**src/source/mmu_pkg.sv**
```systemverilog
package mmu_pkg;

    // Address and page widths for Sv32
    typedef logic [31:0] vaddr_t;
    typedef logic [33:0] paddr_t;
    typedef logic [19:0] vpn_t;   // vpn_1 in [19:10], vpn_0 in [9:0]
    typedef logic [21:0] ppn_t;
    typedef logic [31:0] pte_t;

    // PTE flag positions
    localparam int PTE_V = 0;
    localparam int PTE_R = 1;
    localparam int PTE_W = 2;
    localparam int PTE_X = 3;

    // PPN field starts here and runs to bit 31
    localparam int PTE_PPN_LSB = 10;

    // Walker states, one request and one wait state per level
    typedef enum logic [2:0] {
        PTW_IDLE,
        PTW_L1_REQ,
        PTW_L1_WAIT,
        PTW_L0_REQ,
        PTW_L0_WAIT
    } ptw_state_t;

    // Request sequencer states
    typedef enum logic [1:0] {
        CTRL_IDLE,
        CTRL_WALK,    // Waiting on the walker
        CTRL_RETRY    // Lookup again after a refill
    } ctrl_state_t;

endpackage

```
**src/source/dtlb.sv**
```systemverilog
`timescale 1ns/1ps

module dtlb import mmu_pkg::*; #(
    parameter int TLB_ENTRIES = 4
) (
    input  logic clk,
    input  logic rst_n,
    input  logic lookup_en,
    input  vpn_t lookup_vpn,
    input  logic flush,
    input  logic refill_en,
    input  vpn_t refill_vpn,
    input  pte_t refill_pte,
    input  logic refill_page_4m,
    output logic tlb_hit,
    output pte_t tlb_pte,
    output logic tlb_page_4m
);

    // Entry count is a power of two
    localparam int IDX_W = (TLB_ENTRIES > 1) ? $clog2(TLB_ENTRIES) : 1;

    logic [TLB_ENTRIES-1:0] valid_q;
    logic [9:0]             vpn_1_q   [TLB_ENTRIES];
    logic [9:0]             vpn_0_q   [TLB_ENTRIES];
    logic                   page_4m_q [TLB_ENTRIES];
    pte_t                   pte_q     [TLB_ENTRIES];

    logic [IDX_W-1:0] lkp_idx;
    logic [IDX_W-1:0] ref_idx;
    logic             entry_match;

    assign lkp_idx = lookup_vpn[IDX_W-1:0];
    assign ref_idx = refill_vpn[IDX_W-1:0];   // Refill indexes by its own vpn

    // Superpage entries ignore vpn_0
    assign entry_match = valid_q[lkp_idx]
                      && (vpn_1_q[lkp_idx] == lookup_vpn[19:10])
                      && ((vpn_0_q[lkp_idx] == lookup_vpn[9:0]) || page_4m_q[lkp_idx]);

    assign tlb_hit     = lookup_en && entry_match;
    assign tlb_pte     = tlb_hit ? pte_q[lkp_idx] : '0;
    assign tlb_page_4m = tlb_hit && page_4m_q[lkp_idx];

    // Flush wins over refill
    always_ff @(posedge clk or negedge rst_n) begin
        if (!rst_n) begin
            valid_q <= '0;
        end else if (flush) begin
            valid_q <= '0;
        end else if (refill_en) begin
            valid_q[ref_idx] <= 1'b1;
        end
    end

    // Entry contents
    always_ff @(posedge clk) begin
        if (refill_en && !flush) begin
            vpn_1_q[ref_idx]   <= refill_vpn[19:10];
            vpn_0_q[ref_idx]   <= refill_vpn[9:0];
            page_4m_q[ref_idx] <= refill_page_4m;
            pte_q[ref_idx]     <= refill_pte;
        end
    end

    // Flush is only legal while idle, refills only happen mid-walk
    a_no_flush_refill: assert property (
        @(posedge clk) disable iff (!rst_n) !(flush && refill_en)
    ) else $error("dtlb: flush and refill in the same cycle");

endmodule

```
**src/source/mmu_ctrl.sv**
```systemverilog
`timescale 1ns/1ps

module mmu_ctrl import mmu_pkg::*; (
    input  logic   clk,
    input  logic   rst_n,
    input  logic   trans_req,
    input  vaddr_t trans_vaddr,
    output logic   trans_done,
    output paddr_t trans_paddr,
    output logic   page_fault,
    output logic   busy,
    output logic   lookup_en,
    output vpn_t   lookup_vpn,
    input  logic   tlb_hit,
    input  pte_t   tlb_pte,
    input  logic   tlb_page_4m,
    output logic   walk_start,
    output vpn_t   walk_vpn,
    input  logic   refill_en,
    input  logic   walk_fault
);

    ctrl_state_t state_q;
    vaddr_t      vaddr_q;
    vaddr_t      cur_vaddr;
    paddr_t      hit_paddr;

    // Fresh address in IDLE and the held one otherwise
    assign cur_vaddr  = (state_q == CTRL_IDLE) ? trans_vaddr : vaddr_q;
    assign lookup_vpn = cur_vaddr[31:12];
    assign lookup_en  = ((state_q == CTRL_IDLE) && trans_req) || (state_q == CTRL_RETRY);
    assign walk_vpn   = vaddr_q[31:12];
    assign busy       = (state_q != CTRL_IDLE);

    // Superpage keeps vpn_0 from the virtual address
    assign hit_paddr = tlb_page_4m ? {tlb_pte[31:20], cur_vaddr[21:0]}
                                   : {tlb_pte[31:PTE_PPN_LSB], cur_vaddr[11:0]};

    always_ff @(posedge clk or negedge rst_n) begin
        if (!rst_n) begin
            state_q    <= CTRL_IDLE;
            trans_done <= 1'b0;
            page_fault <= 1'b0;
            walk_start <= 1'b0;
        end else begin
            trans_done <= 1'b0;
            page_fault <= 1'b0;
            walk_start <= 1'b0;
            case (state_q)
                CTRL_IDLE: begin
                    if (trans_req && tlb_hit) begin
                        trans_done <= 1'b1;
                    end else if (trans_req) begin
                        walk_start <= 1'b1;
                        state_q    <= CTRL_WALK;
                    end
                end
                CTRL_WALK: begin
                    if (refill_en) begin
                        state_q <= CTRL_RETRY;
                    end else if (walk_fault) begin
                        trans_done <= 1'b1;
                        page_fault <= 1'b1;
                        state_q    <= CTRL_IDLE;
                    end
                end
                CTRL_RETRY: begin
                    if (tlb_hit) begin
                        trans_done <= 1'b1;
                        state_q    <= CTRL_IDLE;
                    end else begin
                        walk_start <= 1'b1;   // Entry was lost so walk again
                        state_q    <= CTRL_WALK;
                    end
                end
                default: state_q <= CTRL_IDLE;
            endcase
        end
    end

    always_ff @(posedge clk) begin
        if ((state_q == CTRL_IDLE) && trans_req) begin
            vaddr_q <= trans_vaddr;
        end
        if (tlb_hit) begin
            trans_paddr <= hit_paddr;
        end else if ((state_q == CTRL_WALK) && walk_fault) begin
            trans_paddr <= '0;
        end
    end

    a_no_req_busy: assert property (
        @(posedge clk) disable iff (!rst_n) trans_req |-> !busy
    ) else $error("mmu_ctrl: trans_req while busy");

endmodule

```
**src/source/mmu_top.sv**
```systemverilog
`timescale 1ns/1ps

module mmu_top import mmu_pkg::*; #(
    parameter int TLB_ENTRIES = 4
) (
    input  logic   clk,
    input  logic   rst_n,
    input  logic   trans_req,
    input  vaddr_t trans_vaddr,
    input  ppn_t   satp_ppn,
    input  logic   tlb_flush,
    output logic   trans_done,
    output paddr_t trans_paddr,
    output logic   page_fault,
    output logic   busy,
    output logic   mem_req,
    output paddr_t mem_addr,
    input  logic   mem_rvalid,
    input  pte_t   mem_rdata
);

    logic lookup_en;
    vpn_t lookup_vpn;
    logic tlb_hit;
    pte_t tlb_pte;
    logic tlb_page_4m;
    logic walk_start;
    vpn_t walk_vpn;
    logic refill_en;
    vpn_t refill_vpn;
    pte_t refill_pte;
    logic refill_page_4m;
    logic walk_fault;

    mmu_ctrl u_ctrl (
        .clk         (clk),
        .rst_n       (rst_n),
        .trans_req   (trans_req),
        .trans_vaddr (trans_vaddr),
        .trans_done  (trans_done),
        .trans_paddr (trans_paddr),
        .page_fault  (page_fault),
        .busy        (busy),
        .lookup_en   (lookup_en),
        .lookup_vpn  (lookup_vpn),
        .tlb_hit     (tlb_hit),
        .tlb_pte     (tlb_pte),
        .tlb_page_4m (tlb_page_4m),
        .walk_start  (walk_start),
        .walk_vpn    (walk_vpn),
        .refill_en   (refill_en),
        .walk_fault  (walk_fault)
    );

    dtlb #(
        .TLB_ENTRIES (TLB_ENTRIES)
    ) u_dtlb (
        .clk            (clk),
        .rst_n          (rst_n),
        .lookup_en      (lookup_en),
        .lookup_vpn     (lookup_vpn),
        .flush          (tlb_flush),
        .refill_en      (refill_en),
        .refill_vpn     (refill_vpn),
        .refill_pte     (refill_pte),
        .refill_page_4m (refill_page_4m),
        .tlb_hit        (tlb_hit),
        .tlb_pte        (tlb_pte),
        .tlb_page_4m    (tlb_page_4m)
    );

    page_table_walker u_ptw (
        .clk            (clk),
        .rst_n          (rst_n),
        .satp_ppn       (satp_ppn),
        .walk_start     (walk_start),
        .walk_vpn       (walk_vpn),
        .mem_req        (mem_req),
        .mem_addr       (mem_addr),
        .mem_rvalid     (mem_rvalid),
        .mem_rdata      (mem_rdata),
        .refill_en      (refill_en),
        .refill_vpn     (refill_vpn),
        .refill_pte     (refill_pte),
        .refill_page_4m (refill_page_4m),
        .walk_fault     (walk_fault)
    );

    // Flush must not land in the middle of a translation
    a_no_flush_busy: assert property (
        @(posedge clk) disable iff (!rst_n) tlb_flush |-> !busy
    ) else $error("mmu_top: tlb_flush while busy");

endmodule

```
**src/source/page_table_walker.sv**
```systemverilog
`timescale 1ns/1ps

module page_table_walker import mmu_pkg::*; (
    input  logic   clk,
    input  logic   rst_n,
    input  ppn_t   satp_ppn,
    input  logic   walk_start,
    input  vpn_t   walk_vpn,
    output logic   mem_req,
    output paddr_t mem_addr,
    input  logic   mem_rvalid,
    input  pte_t   mem_rdata,
    output logic   refill_en,
    output vpn_t   refill_vpn,
    output pte_t   refill_pte,
    output logic   refill_page_4m,
    output logic   walk_fault
);

    ptw_state_t state_q;
    vpn_t       vpn_q;
    ppn_t       l0_ppn_q;   // Next table base from the level-1 PTE
    logic       pte_valid;
    logic       pte_leaf;
    logic       in_wait;

    assign pte_valid = mem_rdata[PTE_V];
    assign pte_leaf  = mem_rdata[PTE_R] | mem_rdata[PTE_X];
    assign in_wait   = (state_q == PTW_L1_WAIT) || (state_q == PTW_L0_WAIT);

    // One read per REQ state
    assign mem_req = (state_q == PTW_L1_REQ) || (state_q == PTW_L0_REQ);

    // Table base times 4096 plus index times 4
    assign mem_addr = (state_q == PTW_L0_REQ) ? {l0_ppn_q, vpn_q[9:0], 2'b00}
                                              : {satp_ppn, vpn_q[19:10], 2'b00};

    assign refill_vpn = vpn_q;

    always_ff @(posedge clk or negedge rst_n) begin
        if (!rst_n) begin
            state_q    <= PTW_IDLE;
            refill_en  <= 1'b0;
            walk_fault <= 1'b0;
        end else begin
            refill_en  <= 1'b0;
            walk_fault <= 1'b0;
            case (state_q)
                PTW_IDLE: begin
                    if (walk_start) begin
                        state_q <= PTW_L1_REQ;
                    end
                end
                PTW_L1_REQ: state_q <= PTW_L1_WAIT;
                PTW_L1_WAIT: begin
                    if (mem_rvalid) begin
                        if (!pte_valid) begin
                            walk_fault <= 1'b1;
                            state_q    <= PTW_IDLE;
                        end else if (pte_leaf) begin
                            refill_en <= 1'b1;   // Superpage
                            state_q   <= PTW_IDLE;
                        end else begin
                            state_q <= PTW_L0_REQ;
                        end
                    end
                end
                PTW_L0_REQ: state_q <= PTW_L0_WAIT;
                PTW_L0_WAIT: begin
                    if (mem_rvalid) begin
                        // Pointer at level 0 counts as a fault too
                        if (pte_valid && pte_leaf) begin
                            refill_en <= 1'b1;
                        end else begin
                            walk_fault <= 1'b1;
                        end
                        state_q <= PTW_IDLE;
                    end
                end
                default: state_q <= PTW_IDLE;
            endcase
        end
    end

    always_ff @(posedge clk) begin
        if ((state_q == PTW_IDLE) && walk_start) begin
            vpn_q <= walk_vpn;
        end
        if ((state_q == PTW_L1_WAIT) && mem_rvalid) begin
            l0_ppn_q       <= mem_rdata[31:PTE_PPN_LSB];
            refill_pte     <= mem_rdata;
            refill_page_4m <= 1'b1;
        end
        if ((state_q == PTW_L0_WAIT) && mem_rvalid) begin
            refill_pte     <= mem_rdata;
            refill_page_4m <= 1'b0;
        end
    end

    // Memory answers only the one outstanding read
    a_rvalid_in_wait: assert property (
        @(posedge clk) disable iff (!rst_n) mem_rvalid |-> in_wait
    ) else $error("ptw: mem_rvalid outside a wait state");

    a_start_when_idle: assert property (
        @(posedge clk) disable iff (!rst_n) walk_start |-> (state_q == PTW_IDLE)
    ) else $error("ptw: walk_start while a walk is running");

endmodule

```
**config.mk**
```make
export PLATFORM = sky130hd
export DESIGN_NAME = mmu_top
export DESIGN_NICKNAME = d
export VERILOG_FILES = /design/src/source/mmu_pkg.sv /design/src/source/dtlb.sv /design/src/source/mmu_ctrl.sv /design/src/source/mmu_top.sv /design/src/source/page_table_walker.sv
export SDC_FILE = /design/constraint.sdc
export NUM_CORES = 1
export LEC_CHECK = 0
export CAP_MARGIN = 25
export CORE_MARGIN = 5
export CORE_UTILIZATION = 30
export DETAILED_ROUTE_END_ITERATION = 6
export DONT_BUFFER_PORTS = 1
export PLACE_DENSITY_LB_ADDON = 0.08
export REMOVE_ABC_BUFFERS = 1
export SYNTH_ARGS = -nofsm -noshare
export SYNTH_HDL_FRONTEND = slang
export SYNTH_SLANG_ARGS = --single-unit
```
**constraint.sdc**
```tcl
create_clock -name clk -period 9.4 [get_ports clk]
set_input_delay 1.41 -clock clk [delete_from_list [all_inputs] [get_ports clk]]
set_output_delay 1.41 -clock clk [all_outputs]
set_load 0.02 [all_outputs]
```
==> reports/qor.yml <==
cts_setup_buffers: 0
grt_antenna_before_repair: 1
pre_cts_ws_ps: 3225
fin_crit_sh_pct: 58.69
worstPathArrival_ps: 5650
clock-sinks: 317
gr-total-overflow: 0
p_per_area_nw_per_um2: 275.3
grt_start_max_net_pins: 45
worst_pin_slew_ps: 989.7
clkTransAtPathRegs_ps: 60
worstSetupPathType: "input port to flop"
diodes: 0
critical_path_peak_fanout: 34
detail-route-antenna-nets: 0
post_drt_via_cell_ratio: 4.978
r2r-start: "u_ctrl.state_q[1]$_DFFE_PN0P_"
vias: 6591
fin_crit_ps: 5517
setup-tns-final_ps: 0
cp-start-kind: "input port"
worstHoldStart: "u_ctrl.vaddr_q[17]$_DFFE_PP_"
critPathLaunch: "trans_vaddr[12]"
cp-end-kind: "flop"
cts-buffers-inserted: 38
synth-main-ff-cell: "edfxtp_1"
async_flop_share_pct: 4.416
cts_tree: "yes"
wirelength_um: 32310
synth_enable_flop_cells: 302
synthesis.area_um2: 12690
first_iter_violations: 456
yosysTopAreaCellShare_pct: 71.44
layout_setup_ws_ps: 3883
finish.net_count: 848
synth_common_cells: "edfxtp_1, nand2_1, mux2_2, nand3_1, o21ai_0"
die_y_um: 215.7
htreeDepth: 2
initial_core_util_pct: 30.26
drc_errors: 0
cp.required_ps: 9530
drv_slew: 0
drive_above_1_share_pct: 21.53
dr.pass1.iters: 4
max_freq_ghz: 0.1812
holdCritPathClass: "flop to flop"
maxCapViolations: 0
ctsHoldBuffers: 0
synth.distinct_cells: 73
rows: 75
grt_pass1_vias: 7112
area_delta_synth_final_pct: 14.58
p_leak_nw: 4.809
final_util_pct: 34.67
vdd_ir_drop_max_mv: 0.1042
ios: 163
finalHoldViolations: 0
wire_per_inst_um: 24.40
port-buffer-count: 0
grt_pass1_wl_um: 47460
yosys.area.top_type: "edfxtp_1"
cts_resized: 0
syn_area_per_cell_um2: 17.27
status: "finished, final reports clean"
finalSetupViolations: 0
clockBufferDepth: 3
ys_seq_elements: 317
rsz0062_at_grt: "no"
clock_skew_ps: 31.68
insertion_delay_ps: 540
fp.dieW_um: 215.7
gp_congestion: 0.7852
root_buffer: "clkbuf_16"
grtUsageTotal_pct: 13.63
dieArea_um2: 46520
relSlewSlack_pct: 33.88
synth.most_common_cell: "edfxtp_1"
postSynthCellCount: 735
core_area_um2: 41950
yosysWarnings: 0
synth_area_leaders: "edfxtp_1, mux2_2, mux4_2"
synth-seq-area-share_pct: 74.36
dp.final_hpwl_um: 19360
-- worst max-delay path, stage by stage --
cell and delay (ps):
or3b_1 780, nand2_1 670, a221o_1 490, a2111oi_4 360, o2111ai_2 470, nor3_4 240, buf_4 370, a21o_2 760
-- layer usage --
layer | track usage (%) | vias to the layer above | part of all wire, %
met5 | 0 | - | 0.062
met4 | 4.459 | 2 | 2.5
met3 | 3.629 | 50 | 5.9
met2 | 23.03 | 171 | 49
met1 | 17.10 | 3401 | 43
li1 | - | 2967 | -
-- power breakdown --
group / switching (mW) / internal [mW] / total, mW
Clock: 0.563 / 0.813 / 1.38
Sequential: 0.0948 / 1.69 / 1.79
Combinational: 0.542 / 0.298 / 0.840
Total: 1.20 / 2.80 / 4.00
-- cells by family after synthesis --
group,count (synthesis),synth area share [%]
AO/OA/AOI/OAI,108,6.368
XOR/XNOR,5,0.3451
buffers and inverters,37,1.459
flip-flops,317,74.36
multiplexers,91,9.768
other,1,0.02954
AND/OR/NAND/NOR,176,7.669
-- flip-flops by register name, summed over array words and instances (netlist names), 2 cells and up --
name,count
u_dtlb.vpn_0_q,40
u_dtlb.vpn_1_q,40
u_ptw.l0_ppn_q,22
u_dtlb.valid_q,4
u_dtlb.page_4m_q,4
u_ctrl.state_q,2
u_ctrl.vaddr_q,32
u_ptw.refill_vpn,20
u_ptw.state_q,3
u_dtlb.pte_q,88
u_ctrl.trans_paddr,34
u_ptw.refill_pte,22
-- metrics by stage --
stage	hold slack (ps)	cell area, um2	std cells	power, mW
5_1_grt	451.0	14540	1324	4.192
3_5_place_dp	432.4	13360	1255	2.665
6_report	443.8	14540	1324	4.003
2_1_floorplan	420.4	12530	702	2.368
3_3_place_gp	431.4	13340	1254	2.649
4_1_cts	446.3	14520	1323	4.067
-- area by class of cell --
type / count / area (um2)
inverters: 3 / 13.76
fillers: 3915 / 27400
multi-input cells: 382 / 3114
clock inverters: 21 / 151.4
clock buffers: 47 / 1006
repair buffers: 15 / 145.1
flip-flops and latches: 317 / 9439
well taps: 539 / 674.4
-- final timing paths --
check / to / slack [ps] / depth (start not counted)
worst max-delay path: u_ctrl.trans_paddr[9]$_SDFFCE_PN0P_ / 3880 / 8
worst min-delay path: u_ptw.refill_vpn[5]$_DFFE_PP_ / 440 / 0
min in group asynchronous: u_dtlb.valid_q[1]$_DFFE_PN0P_ / 570 / 0
worst min register to register: u_ptw.refill_vpn[5]$_DFFE_PP_ / 440 / 0
worst max register to register: u_ctrl.trans_paddr[9]$_SDFFCE_PN0P_ / 3990 / 8
max in group asynchronous: u_ptw.state_q[1]$_DFFE_PN0P_ / 8760 / 0
-- cell usage in the layout (no fill, tap or decap), types with 9 or more instances in the layout --
| master | synthesis | final |
|---|---|---|
| edfxtp_1 | 302 | 302 |
| mux2_2 | 45 | 45 |
| nand2_1 | 46 | 45 |
| clkbuf_16 | 0 | 39 |
| nand3_1 | 29 | 29 |
| o21ai_0 | 27 | 27 |
| mux2i_1 | 23 | 23 |
| mux4_2 | 21 | 21 |
| and3_1 | 17 | 16 |
| nor3_1 | 16 | 16 |
| a21oi_1 | 15 | 15 |
| dfrtp_1 | 14 | 14 |
| and2_1 | 14 | 13 |
| buf_4 | 4 | 13 |
| nor4_1 | 12 | 12 |
| a21boi_0 | 9 | 9 |
| nor2_1 | 13 | 9 |
| clkinv_1 | 0 | 9 |
No activity file was read; power rests on OpenSTA's default activity.
